**src/common/link_defs.svh**
```systemverilog
//~~~~~~~~~~~~~~~~~~~~~~~~~~~~~~~~~~~~~~~~~~~~~~~~~~~~~~~~~~~~~~~~~~~~~~
// Phone link definitions
// Serial bit timing, rider setting defaults and the command and
// response codes of the phone protocol
//~~~~~~~~~~~~~~~~~~~~~~~~~~~~~~~~~~~~~~~~~~~~~~~~~~~~~~~~~~~~~~~~~~~~~~

`ifndef LINK_DEFS_SVH
`define LINK_DEFS_SVH

// Clock cycles per serial bit, at least 8 for the receiver's start-bit timing
`define LINK_CLKS_PER_BIT 8

// Rider settings loaded at reset
`define LINK_HEART_CAP_DEFAULT 8'd200
`define LINK_WHEEL_SIZE_DEFAULT 8'd26

// Commands sent by the phone
`define LINK_CMD_HR 8'd1
`define LINK_CMD_ANGLE_SIGN 8'd2
`define LINK_CMD_ANGLE_VALUE 8'd3
`define LINK_CMD_SPEED 8'd4
`define LINK_CMD_INIT_HEART 8'd5
`define LINK_CMD_INIT_WHEEL 8'd6

// Answers to setting steps and to bad or unknown bytes
`define LINK_ACK 8'd1
`define LINK_NAK 8'd0

`endif

```
**src/common/bike_pkg.sv**
```systemverilog
//~~~~~~~~~~~~~~~~~~~~~~~~~~~~~~~~~~~~~~~~~~~~~~~~~~~~~~~~~~~~~~~~~~~~~~
// Bicycle data types
// Telemetry fields, rider settings and the command handler states
//~~~~~~~~~~~~~~~~~~~~~~~~~~~~~~~~~~~~~~~~~~~~~~~~~~~~~~~~~~~~~~~~~~~~~~

`default_nettype none

package bike_pkg;

	// Beats per minute
	typedef logic [7:0] heart_rate_t;
	// Resolved angle, the top two bits hold the sign
	typedef logic [9:0] angle_t;
	typedef logic [7:0] speed_t;
	// Wheel size in the units the phone app uses
	typedef logic [7:0] wheel_size_t;

	// Sensor values offered to the phone
	typedef struct packed {
		heart_rate_t heart_rate;
		angle_t      angle;
		speed_t      speed;
	} telemetry_t;

	// Values the rider sets from the phone
	typedef struct packed {
		heart_rate_t heart_cap;
		wheel_size_t wheel_size;
	} settings_t;

	// The await states expect the value byte of a two-step setting
	typedef enum logic [1:0] {
		IDLE,
		AWAIT_HEART,
		AWAIT_WHEEL
	} cmd_state_t;

endpackage

`default_nettype wire

```
**src/common/uart_pkg.sv**
```systemverilog
//~~~~~~~~~~~~~~~~~~~~~~~~~~~~~~~~~~~~~~~~~~~~~~~~~~~~~~~~~~~~~~~~~~~~~~
// Serial link types
// The data byte and the received word with its framing flag
//~~~~~~~~~~~~~~~~~~~~~~~~~~~~~~~~~~~~~~~~~~~~~~~~~~~~~~~~~~~~~~~~~~~~~~

`default_nettype none

package uart_pkg;

	// One byte as carried on the serial line
	typedef logic [7:0] byte_t;

	// A received byte, flagged when its stop bit was sampled low
	typedef struct packed {
		byte_t data;
		logic  framing_error;
	} rx_word_t;

endpackage

`default_nettype wire

```
**src/rtl/bike_link_top.sv**
```systemverilog
//~~~~~~~~~~~~~~~~~~~~~~~~~~~~~~~~~~~~~~~~~~~~~~~~~~~~~~~~~~~~~~~~~~~~~~
// Bicycle phone link
// Serial receiver, command handler and serial transmitter in a chain
//~~~~~~~~~~~~~~~~~~~~~~~~~~~~~~~~~~~~~~~~~~~~~~~~~~~~~~~~~~~~~~~~~~~~~~

`default_nettype none

module bike_link_top (
	input  logic                 clk,
	input  logic                 reset,
	input  logic                 rx_serial,
	output logic                 tx_serial,
	input  bike_pkg::telemetry_t telemetry,
	output bike_pkg::settings_t  settings
);

	logic rx_valid;
	uart_pkg::rx_word_t rx_word;
	logic tx_valid;
	logic tx_ready;
	uart_pkg::byte_t tx_byte;

	// Received bytes come as a bare pulse since the line cannot be stalled
	uart_rx u_rx (
		.clk       (clk),
		.reset     (reset),
		.rx_serial (rx_serial),
		.rx_valid  (rx_valid),
		.rx_word   (rx_word)
	);

	phone_cmd_handler u_handler (
		.clk       (clk),
		.reset     (reset),
		.rx_valid  (rx_valid),
		.rx_word   (rx_word),
		.telemetry (telemetry),
		.tx_valid  (tx_valid),
		.tx_byte   (tx_byte),
		.tx_ready  (tx_ready),
		.settings  (settings)
	);

	// Answers leave through a valid/ready handshake
	uart_tx u_tx (
		.clk       (clk),
		.reset     (reset),
		.tx_valid  (tx_valid),
		.tx_byte   (tx_byte),
		.tx_ready  (tx_ready),
		.tx_serial (tx_serial)
	);

endmodule

`default_nettype wire

```
**src/rtl/phone_cmd_handler.sv**
```systemverilog
//~~~~~~~~~~~~~~~~~~~~~~~~~~~~~~~~~~~~~~~~~~~~~~~~~~~~~~~~~~~~~~~~~~~~~~
// Phone command handler
// Decodes each command byte, picks the one-byte answer and keeps the
// heart-rate cap and wheel size set from the phone
//~~~~~~~~~~~~~~~~~~~~~~~~~~~~~~~~~~~~~~~~~~~~~~~~~~~~~~~~~~~~~~~~~~~~~~

`default_nettype none

`include "link_defs.svh"

module phone_cmd_handler (
	input  logic                 clk,
	input  logic                 reset,
	input  logic                 rx_valid,
	input  uart_pkg::rx_word_t   rx_word,
	input  bike_pkg::telemetry_t telemetry,
	output logic                 tx_valid,
	output uart_pkg::byte_t      tx_byte,
	input  logic                 tx_ready,
	output bike_pkg::settings_t  settings
);

	bike_pkg::cmd_state_t state;
	bike_pkg::cmd_state_t state_next;
	bike_pkg::settings_t settings_q;
	bike_pkg::settings_t settings_next;
	uart_pkg::byte_t response;
	logic accept;

	// A byte that arrives while the last answer still waits is dropped
	assign accept = rx_valid & ~tx_valid;

	// Every path returns to IDLE unless an init command starts a setting
	always_comb
	begin
		state_next = bike_pkg::IDLE;
		settings_next = settings_q;
		response = `LINK_NAK;
		if (!rx_word.framing_error)
		begin
			case (state)
				bike_pkg::AWAIT_HEART:
				begin
					settings_next.heart_cap = rx_word.data;
					response = `LINK_ACK;
				end
				bike_pkg::AWAIT_WHEEL:
				begin
					settings_next.wheel_size = rx_word.data;
					response = `LINK_ACK;
				end
				default:
				begin
					case (rx_word.data)
						`LINK_CMD_HR:
							response = telemetry.heart_rate;
						// The phone rebuilds the angle from the sign and value answers
						`LINK_CMD_ANGLE_SIGN:
							response = {6'b0, telemetry.angle[9:8]};
						`LINK_CMD_ANGLE_VALUE:
							response = telemetry.angle[7:0];
						`LINK_CMD_SPEED:
							response = telemetry.speed;
						`LINK_CMD_INIT_HEART:
						begin
							state_next = bike_pkg::AWAIT_HEART;
							response = `LINK_ACK;
						end
						`LINK_CMD_INIT_WHEEL:
						begin
							state_next = bike_pkg::AWAIT_WHEEL;
							response = `LINK_ACK;
						end
						default:
							response = `LINK_NAK;
					endcase
				end
			endcase
		end
	end

	always_ff @(posedge clk)
	begin
		if (reset)
		begin
			state <= bike_pkg::IDLE;
			settings_q.heart_cap <= `LINK_HEART_CAP_DEFAULT;
			settings_q.wheel_size <= `LINK_WHEEL_SIZE_DEFAULT;
			tx_valid <= 1'b0;
		end
		else if (accept)
		begin
			state <= state_next;
			settings_q <= settings_next;
			tx_valid <= 1'b1;
		end
		else if (tx_ready)
			tx_valid <= 1'b0;
	end

	// The answer holds until the transmitter takes it
	always_ff @(posedge clk)
	begin
		if (accept)
			tx_byte <= response;
	end

	assign settings = settings_q;

endmodule

`default_nettype wire

```
**src/uart/uart_rx.sv**
```systemverilog
//~~~~~~~~~~~~~~~~~~~~~~~~~~~~~~~~~~~~~~~~~~~~~~~~~~~~~~~~~~~~~~~~~~~~~~
// UART receiver
// Oversamples the phone's serial line and hands over each byte with a
// framing-error flag as a one-cycle valid pulse
//~~~~~~~~~~~~~~~~~~~~~~~~~~~~~~~~~~~~~~~~~~~~~~~~~~~~~~~~~~~~~~~~~~~~~~

`default_nettype none

`include "link_defs.svh"

module uart_rx (
	input  logic               clk,
	input  logic               reset,
	input  logic               rx_serial,
	output logic               rx_valid,
	output uart_pkg::rx_word_t rx_word
);

	localparam int CLKS_PER_BIT = `LINK_CLKS_PER_BIT;
	localparam int CNT_W = $clog2(CLKS_PER_BIT);
	// Two sync flops, the edge compare and the load cycle already use four
	// cycles of the first half bit
	localparam int START_WAIT = CLKS_PER_BIT / 2 - 4;

	typedef enum logic [1:0] {
		RX_IDLE,
		RX_START,
		RX_DATA,
		RX_STOP
	} rx_state_t;

	rx_state_t state;
	logic rx_meta;
	logic rx_sync;
	logic rx_prev;
	logic start_edge;
	logic bit_tick;
	logic [CNT_W-1:0] clk_cnt;
	logic [2:0] bit_cnt;
	uart_pkg::byte_t shift_q;

	// The line idles high, so the flops come out of reset high and no false
	// start edge is seen
	always_ff @(posedge clk)
	begin
		if (reset)
		begin
			rx_meta <= 1'b1;
			rx_sync <= 1'b1;
			rx_prev <= 1'b1;
		end
		else
		begin
			rx_meta <= rx_serial;
			rx_sync <= rx_meta;
			rx_prev <= rx_sync;
		end
	end

	// A frame starts on a high to low change of the synchronized line
	assign start_edge = rx_prev & ~rx_sync;

	// The down counter hits zero at each sample point
	assign bit_tick = (clk_cnt == '0);

	always_ff @(posedge clk)
	begin
		if (reset)
		begin
			state <= RX_IDLE;
			clk_cnt <= '0;
			bit_cnt <= '0;
			rx_valid <= 1'b0;
		end
		else
		begin
			rx_valid <= 1'b0;
			if (state != RX_IDLE)
			begin
				if (bit_tick)
					clk_cnt <= CNT_W'(CLKS_PER_BIT - 1);
				else
					clk_cnt <= clk_cnt - 1'b1;
			end
			case (state)
				RX_IDLE:
				begin
					if (start_edge)
					begin
						state <= RX_START;
						clk_cnt <= CNT_W'(START_WAIT);
					end
				end
				RX_START:
				begin
					// A start bit that is high again at its sample point was a glitch
					if (bit_tick)
					begin
						state <= rx_sync ? RX_IDLE : RX_DATA;
						bit_cnt <= '0;
					end
				end
				RX_DATA:
				begin
					if (bit_tick)
					begin
						bit_cnt <= bit_cnt + 1'b1;
						if (bit_cnt == 3'd7)
							state <= RX_STOP;
					end
				end
				default:
				begin
					// Stop bit sampled, the byte goes out whatever its level
					if (bit_tick)
					begin
						state <= RX_IDLE;
						rx_valid <= 1'b1;
					end
				end
			endcase
		end
	end

	// Data arrives least significant bit first and shifts in from the top
	always_ff @(posedge clk)
	begin
		if (state == RX_DATA && bit_tick)
			shift_q <= {rx_sync, shift_q[7:1]};
		if (state == RX_STOP && bit_tick)
		begin
			rx_word.data <= shift_q;
			rx_word.framing_error <= ~rx_sync;
		end
	end

endmodule

`default_nettype wire

```
**src/uart/uart_tx.sv**
```systemverilog
//~~~~~~~~~~~~~~~~~~~~~~~~~~~~~~~~~~~~~~~~~~~~~~~~~~~~~~~~~~~~~~~~~~~~~~
// UART transmitter
// Sends one accepted byte as start bit, eight data bits and stop bit
//~~~~~~~~~~~~~~~~~~~~~~~~~~~~~~~~~~~~~~~~~~~~~~~~~~~~~~~~~~~~~~~~~~~~~~

`default_nettype none

`include "link_defs.svh"

module uart_tx (
	input  logic            clk,
	input  logic            reset,
	input  logic            tx_valid,
	input  uart_pkg::byte_t tx_byte,
	output logic            tx_ready,
	output logic            tx_serial
);

	localparam int CLKS_PER_BIT = `LINK_CLKS_PER_BIT;
	localparam int CNT_W = $clog2(CLKS_PER_BIT);

	typedef enum logic {
		TX_IDLE,
		TX_SEND
	} tx_state_t;

	tx_state_t state;
	logic [CNT_W-1:0] clk_cnt;
	// Number of the bit on the line, 0 is the start bit and 9 the stop bit
	logic [3:0] bit_cnt;
	uart_pkg::byte_t shift_q;
	logic bit_done;

	// Only an idle transmitter takes a byte
	assign tx_ready = (state == TX_IDLE);

	assign bit_done = (clk_cnt == CNT_W'(CLKS_PER_BIT - 1));

	always_ff @(posedge clk)
	begin
		if (reset)
		begin
			state <= TX_IDLE;
			clk_cnt <= '0;
			bit_cnt <= '0;
			tx_serial <= 1'b1;
		end
		else if (state == TX_IDLE)
		begin
			if (tx_valid)
			begin
				// Start bit goes on the line in the next cycle
				state <= TX_SEND;
				clk_cnt <= '0;
				bit_cnt <= '0;
				tx_serial <= 1'b0;
			end
		end
		else if (bit_done)
		begin
			clk_cnt <= '0;
			if (bit_cnt == 4'd9)
				state <= TX_IDLE;
			else
			begin
				bit_cnt <= bit_cnt + 1'b1;
				tx_serial <= shift_q[0];
			end
		end
		else
			clk_cnt <= clk_cnt + 1'b1;
	end

	// Ones shift in behind the data, so the ninth bit out is the stop bit
	always_ff @(posedge clk)
	begin
		if (tx_valid && tx_ready)
			shift_q <= tx_byte;
		else if (state == TX_SEND && bit_done)
			shift_q <= {1'b1, shift_q[7:1]};
	end

endmodule

`default_nettype wire
```
**config.mk**
```make
export PLATFORM = sky130hd
export DESIGN_NAME = bike_link_top
export DESIGN_NICKNAME = d
export VERILOG_FILES = /design/src/common/bike_pkg.sv /design/src/common/uart_pkg.sv /design/src/rtl/bike_link_top.sv /design/src/rtl/phone_cmd_handler.sv /design/src/uart/uart_rx.sv /design/src/uart/uart_tx.sv
export VERILOG_INCLUDE_DIRS = /design/src /design/src/common
export SDC_FILE = /design/constraint.sdc
export NUM_CORES = 1
export LEC_CHECK = 0
export ABC_AREA = 1
export BUFFER_PORTS_ARGS = -buffer_cell sky130_fd_sc_hd__buf_2
export CAP_MARGIN = 20
export CORE_UTILIZATION = 40
export DETAILED_ROUTE_END_ITERATION = 8
export GPL_TIMING_DRIVEN = 0
export SLEW_MARGIN = 20
export SYNTH_ARGS = -nofsm -noshare
export SYNTH_HDL_FRONTEND = slang
export SYNTH_HIERARCHICAL = 1
export SYNTH_SLANG_ARGS = --single-unit
```
**constraint.sdc**
```tcl
create_clock -name clk -period 2.65 [get_ports clk]
set_input_delay 0.265 -clock clk [delete_from_list [all_inputs] [get_ports clk]]
set_output_delay 0.265 -clock clk [all_outputs]
set_load 0.05 [all_outputs]
```
; ---- Word-level counts from Yosys, hierarchy flattened
; Cells that the tools add are included.
; W data, S select, Z words.
[word_totals]
ff_bits = 73
output_inout_bits = 17
inputBits = 29
word_cells = 111
[op_classes]
bitwise = 6
n_reduce_logical = 20
n_eq_ne = 21
addsub = 4
n_mux = 39
[op_table]
columns = operator, n
row1 = $pmux W8 S5, 1
row2 = $mux W3, 9
row3 = $eq A8 B3 Y1 const B, 3
row4 = $eq A8 B2 Y1 const B, 2
row5 = $mux W2, 8
row6 = $mux W4, 4
row7 = $mux W8, 2
row8 = $mux W1, 12
row9 = $reduce_and A3 Y1, 4
row10 = $reduce_bool A2 Y1, 5
row11 = $eq A8 B1 Y1 const B, 1
row12 = $ne A2 B1 Y1 const B, 4
row13 = $add A3 B1 Y3 const B, 2
row14 = $eq A2 B2 Y1 const B, 3
row15 = $eq A3 B3 Y1 const B, 2
row16 = $ne A2 B2 Y1 const B, 3
row17 = $pmux W2 S3, 1
row18 = $pmux W3 S2, 1
row19 = $reduce_and A5 Y1, 1
row20 = $add A4 B1 Y4 const B, 1
row21 = $eq A2 B1 Y1 const B, 2
row22 = $eq A4 B4 Y1 const B, 1
row23 = $logic_and A1 B1 Y1, 4
row24 = $not A1 Y1, 4
row25 = other kinds (8), 10

; ---- Logic depth before layout (Yosys ltp)
; Gate-level depths: netlist of the first run.
[depth]
ltp_word = 5
depth_mapped = 9
ltp_nobuf = 9

; ---- Hierarchy
; The synthesis of the first run kept the hierarchy.
[modules_own_cells]
columns = mod, cells_per_inst, instances, area_per_inst_um2
row1 = phone_cmd_handler, 175, 1, 1375.1
row2 = uart_rx, 86, 1, 1074.8
row3 = uart_tx, 105, 1, 873.3

; ---- Least setup slack after synthesis of the first run
; OpenSTA, ideal clock, no wires.
[synth_path]
path_kind = reg2reg
startpoint = register u_rx.clk_cnt[0]
endpoint = register u_rx/rx_word[0] (netlist name)
path_slack_ps = 940
setup_time_ps = 387
t_arrival_ps = 1323
period_less_slack_ps = 1710
stages_incl_launch_ff = 5
cell_sequence = dfxtp_1 -> inv_1 -> ha_1 -> nand2_4 -> nor3_1
[synth_via]
elab_chain_cells = 2
[synth_rtl]
columns = item, line_no
row1 = start: declaration, uart_rx.sv:38  ; logic [CNT_W-1:0] clk_cnt;
row2 = start signal: assignment, uart_rx.sv:81  ; clk_cnt <= CNT_W'(CLKS_PER_BIT - 1);
row3 = start signal: assignment, uart_rx.sv:83  ; clk_cnt <= clk_cnt - 1'b1;
row4 = start signal: assignment, uart_rx.sv:91  ; clk_cnt <= CNT_W'(START_WAIT);
row5 = $logic_not A3 Y1, uart_rx.sv:64  ; assign bit_tick = (clk_cnt == '0);
row6 = $logic_and A1 B1 Y1, uart_rx.sv:130  ; if (state == RX_STOP && bit_tick)
; Every way passes these cells.
; A chain may end at the register's enable or synchronous reset.

; ---- Final worst setup path of the first run
[layout_path]
startpoint = register u_rx.clk_cnt[0]
endpoint = register u_rx/rx_word[1] (netlist name)
[layout_via]
elab_chain_cells = 2
[layout_rtl]
columns = item, line_no
row1 = $logic_not A3 Y1, uart_rx.sv:64
row2 = $logic_and A1 B1 Y1, uart_rx.sv:130
; Every way passes these cells.

==> results.tsv, run 1 <==
metric	value	unit
status	complete, no violations	
Clk network pwr share	31.6	%
fill count	760	
CP delay by family, top	simple AND/OR/NAND/NOR gates	
Cell Rows	32	
crit path launch type	register	
post-CTS setup repair buffer count	0	
port buffer count	45	
Iter 0 DRT Violations	112	
Buf/Inv on CP	1	
Tcrit/Tclk final	62.07	%
cell area after synthesis	3323	um2
I/O pin count	46	
Nets	461	
vias	2491	
FF+latch count, synth	73	
worst stage delay on the critical path	0.57	ns
maximum fanout along the worst path	9	
gr ovfl total	0	
Gate Count Post-Synth	366	
synth warn	6	
sequential power share	52.3	%
max_slew headroom	50.64	%
Final Critical Period	1.645	ns
RSZ-0062 raised after global routing	no	
final cell utilization of the core	48.92	%
# hold bufs at CTS	0	
CTS clk-pin slew, worst paths	0.07	ns
Worst-Skew Late Latency	0.34	ns
post-synthesis sequential area ratio	53.92	%
TritonRoute pass-1 iters	4	
core area	7888	um2
CP cell instances	inv_1 > ha_1 > nand2_4 > nor3_2	
placed cell areas	3681	um2
antenna fix cells	0	
Worst Skew	0.01179	ns
Worst Setup Path Type	reg2reg	
internal power	0.001764	W
initial antenna violation count	0	
largest net degree at the start of global routing	20	
crit path max-delay cell type	nor3_2	
first-pass GRT wire length	10490	um
top_reg_cell synth	dfxtp_1	
commonest non-fill, non-tap cell in the layout	nand2_1	
sw frac	28.93	%
Worst setup EP type	register	
WL/cell	11.56	um
WP data required	2.62	ns
Slew Viols, Final	0	
WP data arrival	1.61	ns
Routed Antenna Nets	0	
Hold Slack	0.1071	ns
Pwr Density	643.3	nW/um2
Root Driver	clkbuf_8	
setup TNS	0	ns
H-Tree Depth	3	
vias per cell	4.709	
final wirelength	6115	um
total track usage	15.63	%
Die Wd	93.15	um
final RePlAce weighted congestion	0.8112	
Max Cap Viol	0	
Initial Utilization	42.13	%
Netlist cell types	33	
Pleak	1.725	nW
number of synthesized flops with an enable pin	33	
Comb pwr share	16.1	%
hold crit path type	in2reg	
Post-Syn Nets	405	
CTS buffer count	9	
Clock Sinks	73	
synthesis-to-layout area growth	16.11	%
post-route cell area	3859	um2
Peak VDD IR	0.0002915	V
Syn Area/Cell	9.080	um2
most frequent cells in the layout	80 x nand2_1, 45 x buf_2, 40 x dfxtp_1, 37 x inv_1, 33 x edfxtp_1	
detailed placement HPWL	4483	um
ys async rst share	0	%
Resized cells post-CTS	0	
CTS tree	yes	
vias in the first global route	2383	
maximum buffer depth of the clock tree	2	
fraction of layout cells with a size suffix above 1	26.46	%
Final Setup Violations	0	
die footprint	8677	um2
fmax	608.0	MHz
Residual DRC	0	
Least-Margin Pin Slew	0.7364	ns
final hold vios	0	
Net Switching	0.0007183	W
Die Ht	93.15	um
-- per-stage QoR --
step | total power [W] | instances | setup slack [ns]
finish | 0.002482 | 529 | 1.005
global route | 0.002633 | 529 | 0.8477
CTS | 0.002523 | 529 | 0.9624
detailed placement | 0.001723 | 513 | 0.9687
global placement | 0.001708 | 513 | 0.6491
floorplan | 0.001627 | 366 | 0.9401
-- cells by family after synthesis --
kind of cell             after synthesis  share of synthesized area (%)
flip-flops                            73                          53.92
adder cells (fa/ha/maj)               10                          3.765
AND/OR/NAND/NOR                      168                          25.30
AO/OA/AOI/OAI                         57                          9.638
XOR/XNOR                               1                         0.2636
buffers and inverters                 57                          7.115
-- path summary, 6_finish.rpt --
check                                           startpoint                         to  depth (start not counted)  slack, ns
worst min register to register     u_rx/rx_meta$_SDFF_PP1_    u_rx/rx_sync$_SDFF_PP1_                          1       0.41
worst max-delay path            u_rx/clk_cnt[0]$_SDFF_PP0_  u_rx/rx_word[1]$_DFFE_PP_                          4       1.01
worst min-delay path                             rx_serial    u_rx/rx_meta$_SDFF_PP1_                          2       0.11
worst max register to register  u_rx/clk_cnt[0]$_SDFF_PP0_  u_rx/rx_word[1]$_DFFE_PP_                          4       1.01
-- cells in the mapped netlist (8+ instances only) --
cell       n  area (um2)
a21oi_1   27       135.1
nand2_1   80       300.3
nand3_1   22       110.1
edfxtp_1  33       991.0
nand2_2    9       56.30
nand2_4    8       90.09
o21ai_0    9       45.04
dfxtp_1   40       800.8
inv_2     15       56.30
nor2_1    28       105.1
ha_1      10       125.1
inv_1     37       138.9
-- layout make-up --
| type | count | area (um2) | share of cell area (%) |
|---|---|---|---|
| sequential | 73 | 1792 | 46.43 |
| clock buffer | 11 | 141.4 | 3.664 |
| inverter | 54 | 210.2 | 5.447 |
| multi-input combinational | 236 | 1300 | 33.69 |
| timing repair buffer | 45 | 225.2 | 5.837 |
| clock inverter | 5 | 36.28 | 0.9403 |
| tap | 102 | 127.6 | 3.307 |
| buffer | 3 | 26.28 | 0.6809 |
-- flip-flops by register name, summed over array words and instances, names as in the netlist --
register            count
u_handler/settings     16
u_tx/tx_serial          1
u_rx/state              2
u_rx/clk_cnt            3
u_rx/rx_meta            1
u_tx/bit_cnt            4
u_rx/rx_valid           1
u_rx/bit_cnt            3
u_handler/tx_byte       8
u_rx/rx_prev            1
u_handler/state         2
u_rx/shift_q            8
u_tx/clk_cnt            3
u_rx/rx_word            9
u_handler/tx_valid      1
u_rx/rx_sync            1
u_tx/shift_q            8
u_tx/state              1
-- per-layer routing --
metal / GRT usage (%) / vias up / share of wire, %
met5: 0 / - / 0
met4: 5.769 / 0 / 0.88
met3: 4.715 / 5 / 5.2
met2: 25.49 / 54 / 45
met1: 19.49 / 1123 / 49
li1: - / 1309 / -
-- power groups by stage --
stage / registers, W / logic, W / clock network [W]
floorplan: 0.00131 / 0.000312 / 0
global placement: 0.00132 / 0.000386 / 0
detailed placement: 0.00132 / 0.000399 / 0
CTS: 0.00130 / 0.000404 / 0.000821
global route: 0.00131 / 0.000453 / 0.000870
finish: 0.00130 / 0.000399 / 0.000785
No activity file was read; power rests on OpenSTA's default activity.
==> run 2, diff against run 1 <==
clock period = 1.5 ns   (was 2.65 ns; I/O delays follow)
==> results.tsv, run 2 (same netlist as run 1, synthesis figures left out) <==
metric	value	unit
Final Setup Violations	0	
hold crit path type	in2reg	
worst stage delay on the critical path	0.38	ns
Residual DRC	0	
WL/cell	12.38	um
antenna fix cells	0	
Routed Antenna Nets	0	
Tcrit/Tclk final	97.33	%
maximum fanout along the worst path	8	
Least-Margin Pin Slew	0.4196	ns
final RePlAce weighted congestion	0.8043	
core area	7888	um2
Worst Skew	0.01388	ns
RSZ-0062 raised after global routing	yes	
Die Wd	93.15	um
r2r endpoint	u_handler/tx_byte[7]$_SDFFCE_PP0P_	
TritonRoute pass-1 iters	4	
max reg flops	16	
most frequent cells in the layout	76 x nand2_1, 45 x buf_2, 40 x dfxtp_1, 36 x inv_1, 33 x edfxtp_1	
synthesis-to-layout area growth	21.80	%
gr ovfl total	0	
CP cell instances	inv_2 > nand2_4 > nor2_8 > nand2_4 > nor2_4 > inv_2 > nor2_4 > nor2_2 > nor2_1	
CTS clk-pin slew, worst paths	0.08	ns
Initial Utilization	42.13	%
Final Critical Period	1.460	ns
Peak VDD IR	0.0007067	V
H-Tree Depth	3	
final wirelength	6735	um
maximum buffer depth of the clock tree	2	
Die Ht	93.15	um
placed cell areas	3681	um2
Worst setup EP type	register	
WP data required	1.68	ns
status	complete, no violations	
detailed placement HPWL	4645	um
Pleak	1.833	nW
max_slew headroom	72.02	%
fraction of layout cells with a size suffix above 1	31.45	%
fmax	685.0	MHz
Nets	476	
crit path launch type	register	
reg2reg path depth	9	
vias per cell	4.816	
die footprint	8677	um2
Root Driver	clkbuf_8	
first-pass GRT wire length	11080	um
initial antenna violation count	0	
Max Cap Viol	0	
final cell utilization of the core	51.32	%
CTS buffer count	9	
total track usage	16.50	%
Slew Viols, Final	0	
R2R Path Start	u_rx/rx_word[8]$_DFFE_PP_	
Cell Rows	32	
Worst Setup Path Type	reg2reg	
Hold Path Cell Cnt	3	
WP data arrival	1.64	ns
I/O pin count	46	
vias in the first global route	2424	
Pwr Density	1072	nW/um2
largest net degree at the start of global routing	20	
WHS Endpoint	u_handler/tx_byte[1]$_SDFFCE_PP0P_	
port buffer count	45	
commonest non-fill, non-tap cell in the layout	nand2_1	
Worst-Skew Late Latency	0.34	ns
Clock Sinks	73	
register-to-register setup slack	0.04	ns
Hold Slack	0.1483	ns
crit path max-delay cell type	edfxtp_1	
post-route cell area	4048	um2
Iter 0 DRT Violations	130	
worst hold start	telemetry[19]	
CTS tree	yes	
vias	2620	
final hold vios	0	
## run 2: changes by cell type in the layout (fill, tap and decap cells not counted), sizes merged
cell / delta
clkbuf: +1
dlygate4sd3: +1
inv: -3
clkinv: +1
clkinvlp: +1
buf: +14
## run 2: worst max-delay path by stage
stage	startpoint	end	slack, ns	cells past startpoint
6_report	u_rx/rx_word[8]$_DFFE_PP_	u_handler/tx_byte[7]$_SDFFCE_PP0P_	0.04	9
5_1_grt	u_rx/rx_word[8]$_DFFE_PP_	u_handler/tx_byte[2]$_SDFFCE_PP0P_	-0.05	9
4_1_cts	u_handler/tx_valid$_SDFFE_PP0P_	u_handler/settings[7]$_SDFFE_PP0P_	0.007	5
3_5_place_dp	u_rx/clk_cnt[0]$_SDFF_PP0_	u_rx/rx_word[1]$_DFFE_PP_	-0.11	4
3_3_place_gp	u_rx/clk_cnt[0]$_SDFF_PP0_	u_rx/rx_word[5]$_DFFE_PP_	-0.11	4
2_1_floorplan	u_rx/clk_cnt[0]$_SDFF_PP0_	u_rx/rx_word[0]$_DFFE_PP_	0.07	4
## run 2: area by class of cell
cell class              count  area, um2
fillers                   729       3840
flip-flops and latches     73       1792
multi-input cells         236       1363
repair buffers             60      369.1
inverters                  54      214.0
clock buffers              12      135.1
well taps                 102      127.6
plain buffers               3      26.28
clock inverters             4      21.27
## run 2: layer usage
layer	up-vias	global-route usage, %	share of wire [%]
li1	1341	-	-
met1	1201	21.37	48
met2	65	26.41	46
met3	13	3.089	4.6
met4	0	8.077	1.8
met5	-	0	0
## run 2: power breakdown
part	internal (W)	total (W)	leakage (nW)	switching [W]
Clock	0.000595	0.00129	0.0844	0.000693
Sequential	0.00221	0.00230	0.629	0.0000843
Combinational	0.000267	0.000752	1.12	0.000486
## run 2: what timing repair did
item,4_1_cts,5_1_grt
hold buffers,1,0
endpoints found under the setup margin,13,28
endpoints found under the hold margin,1,0
pin swaps,0,9
gates resized for setup,2,17
setup buffers,0,14
## run 2: critical path: cells and delay by family, from the launching register on
kind,cells,cell delay (ns)
flops,1,0.38
buf+inv,2,0.17
simple gates,7,0.75
## run 2: metrics by stage
| step | power, W | std cells | setup slack, ns | setup TNS [ns] |
|---|---|---|---|---|
| floorplan | 0.002881 | 366 | 0.07139 | 0 |
| global placement | 0.003026 | 513 | -0.1074 | -1.020 |
| detailed placement | 0.003042 | 513 | -0.1128 | -1.223 |
| CTS | 0.004372 | 530 | 0.006746 | 0 |
| global route | 0.004591 | 544 | -0.04791 | -0.2053 |
| finish | 0.004338 | 544 | 0.04011 | 0 |
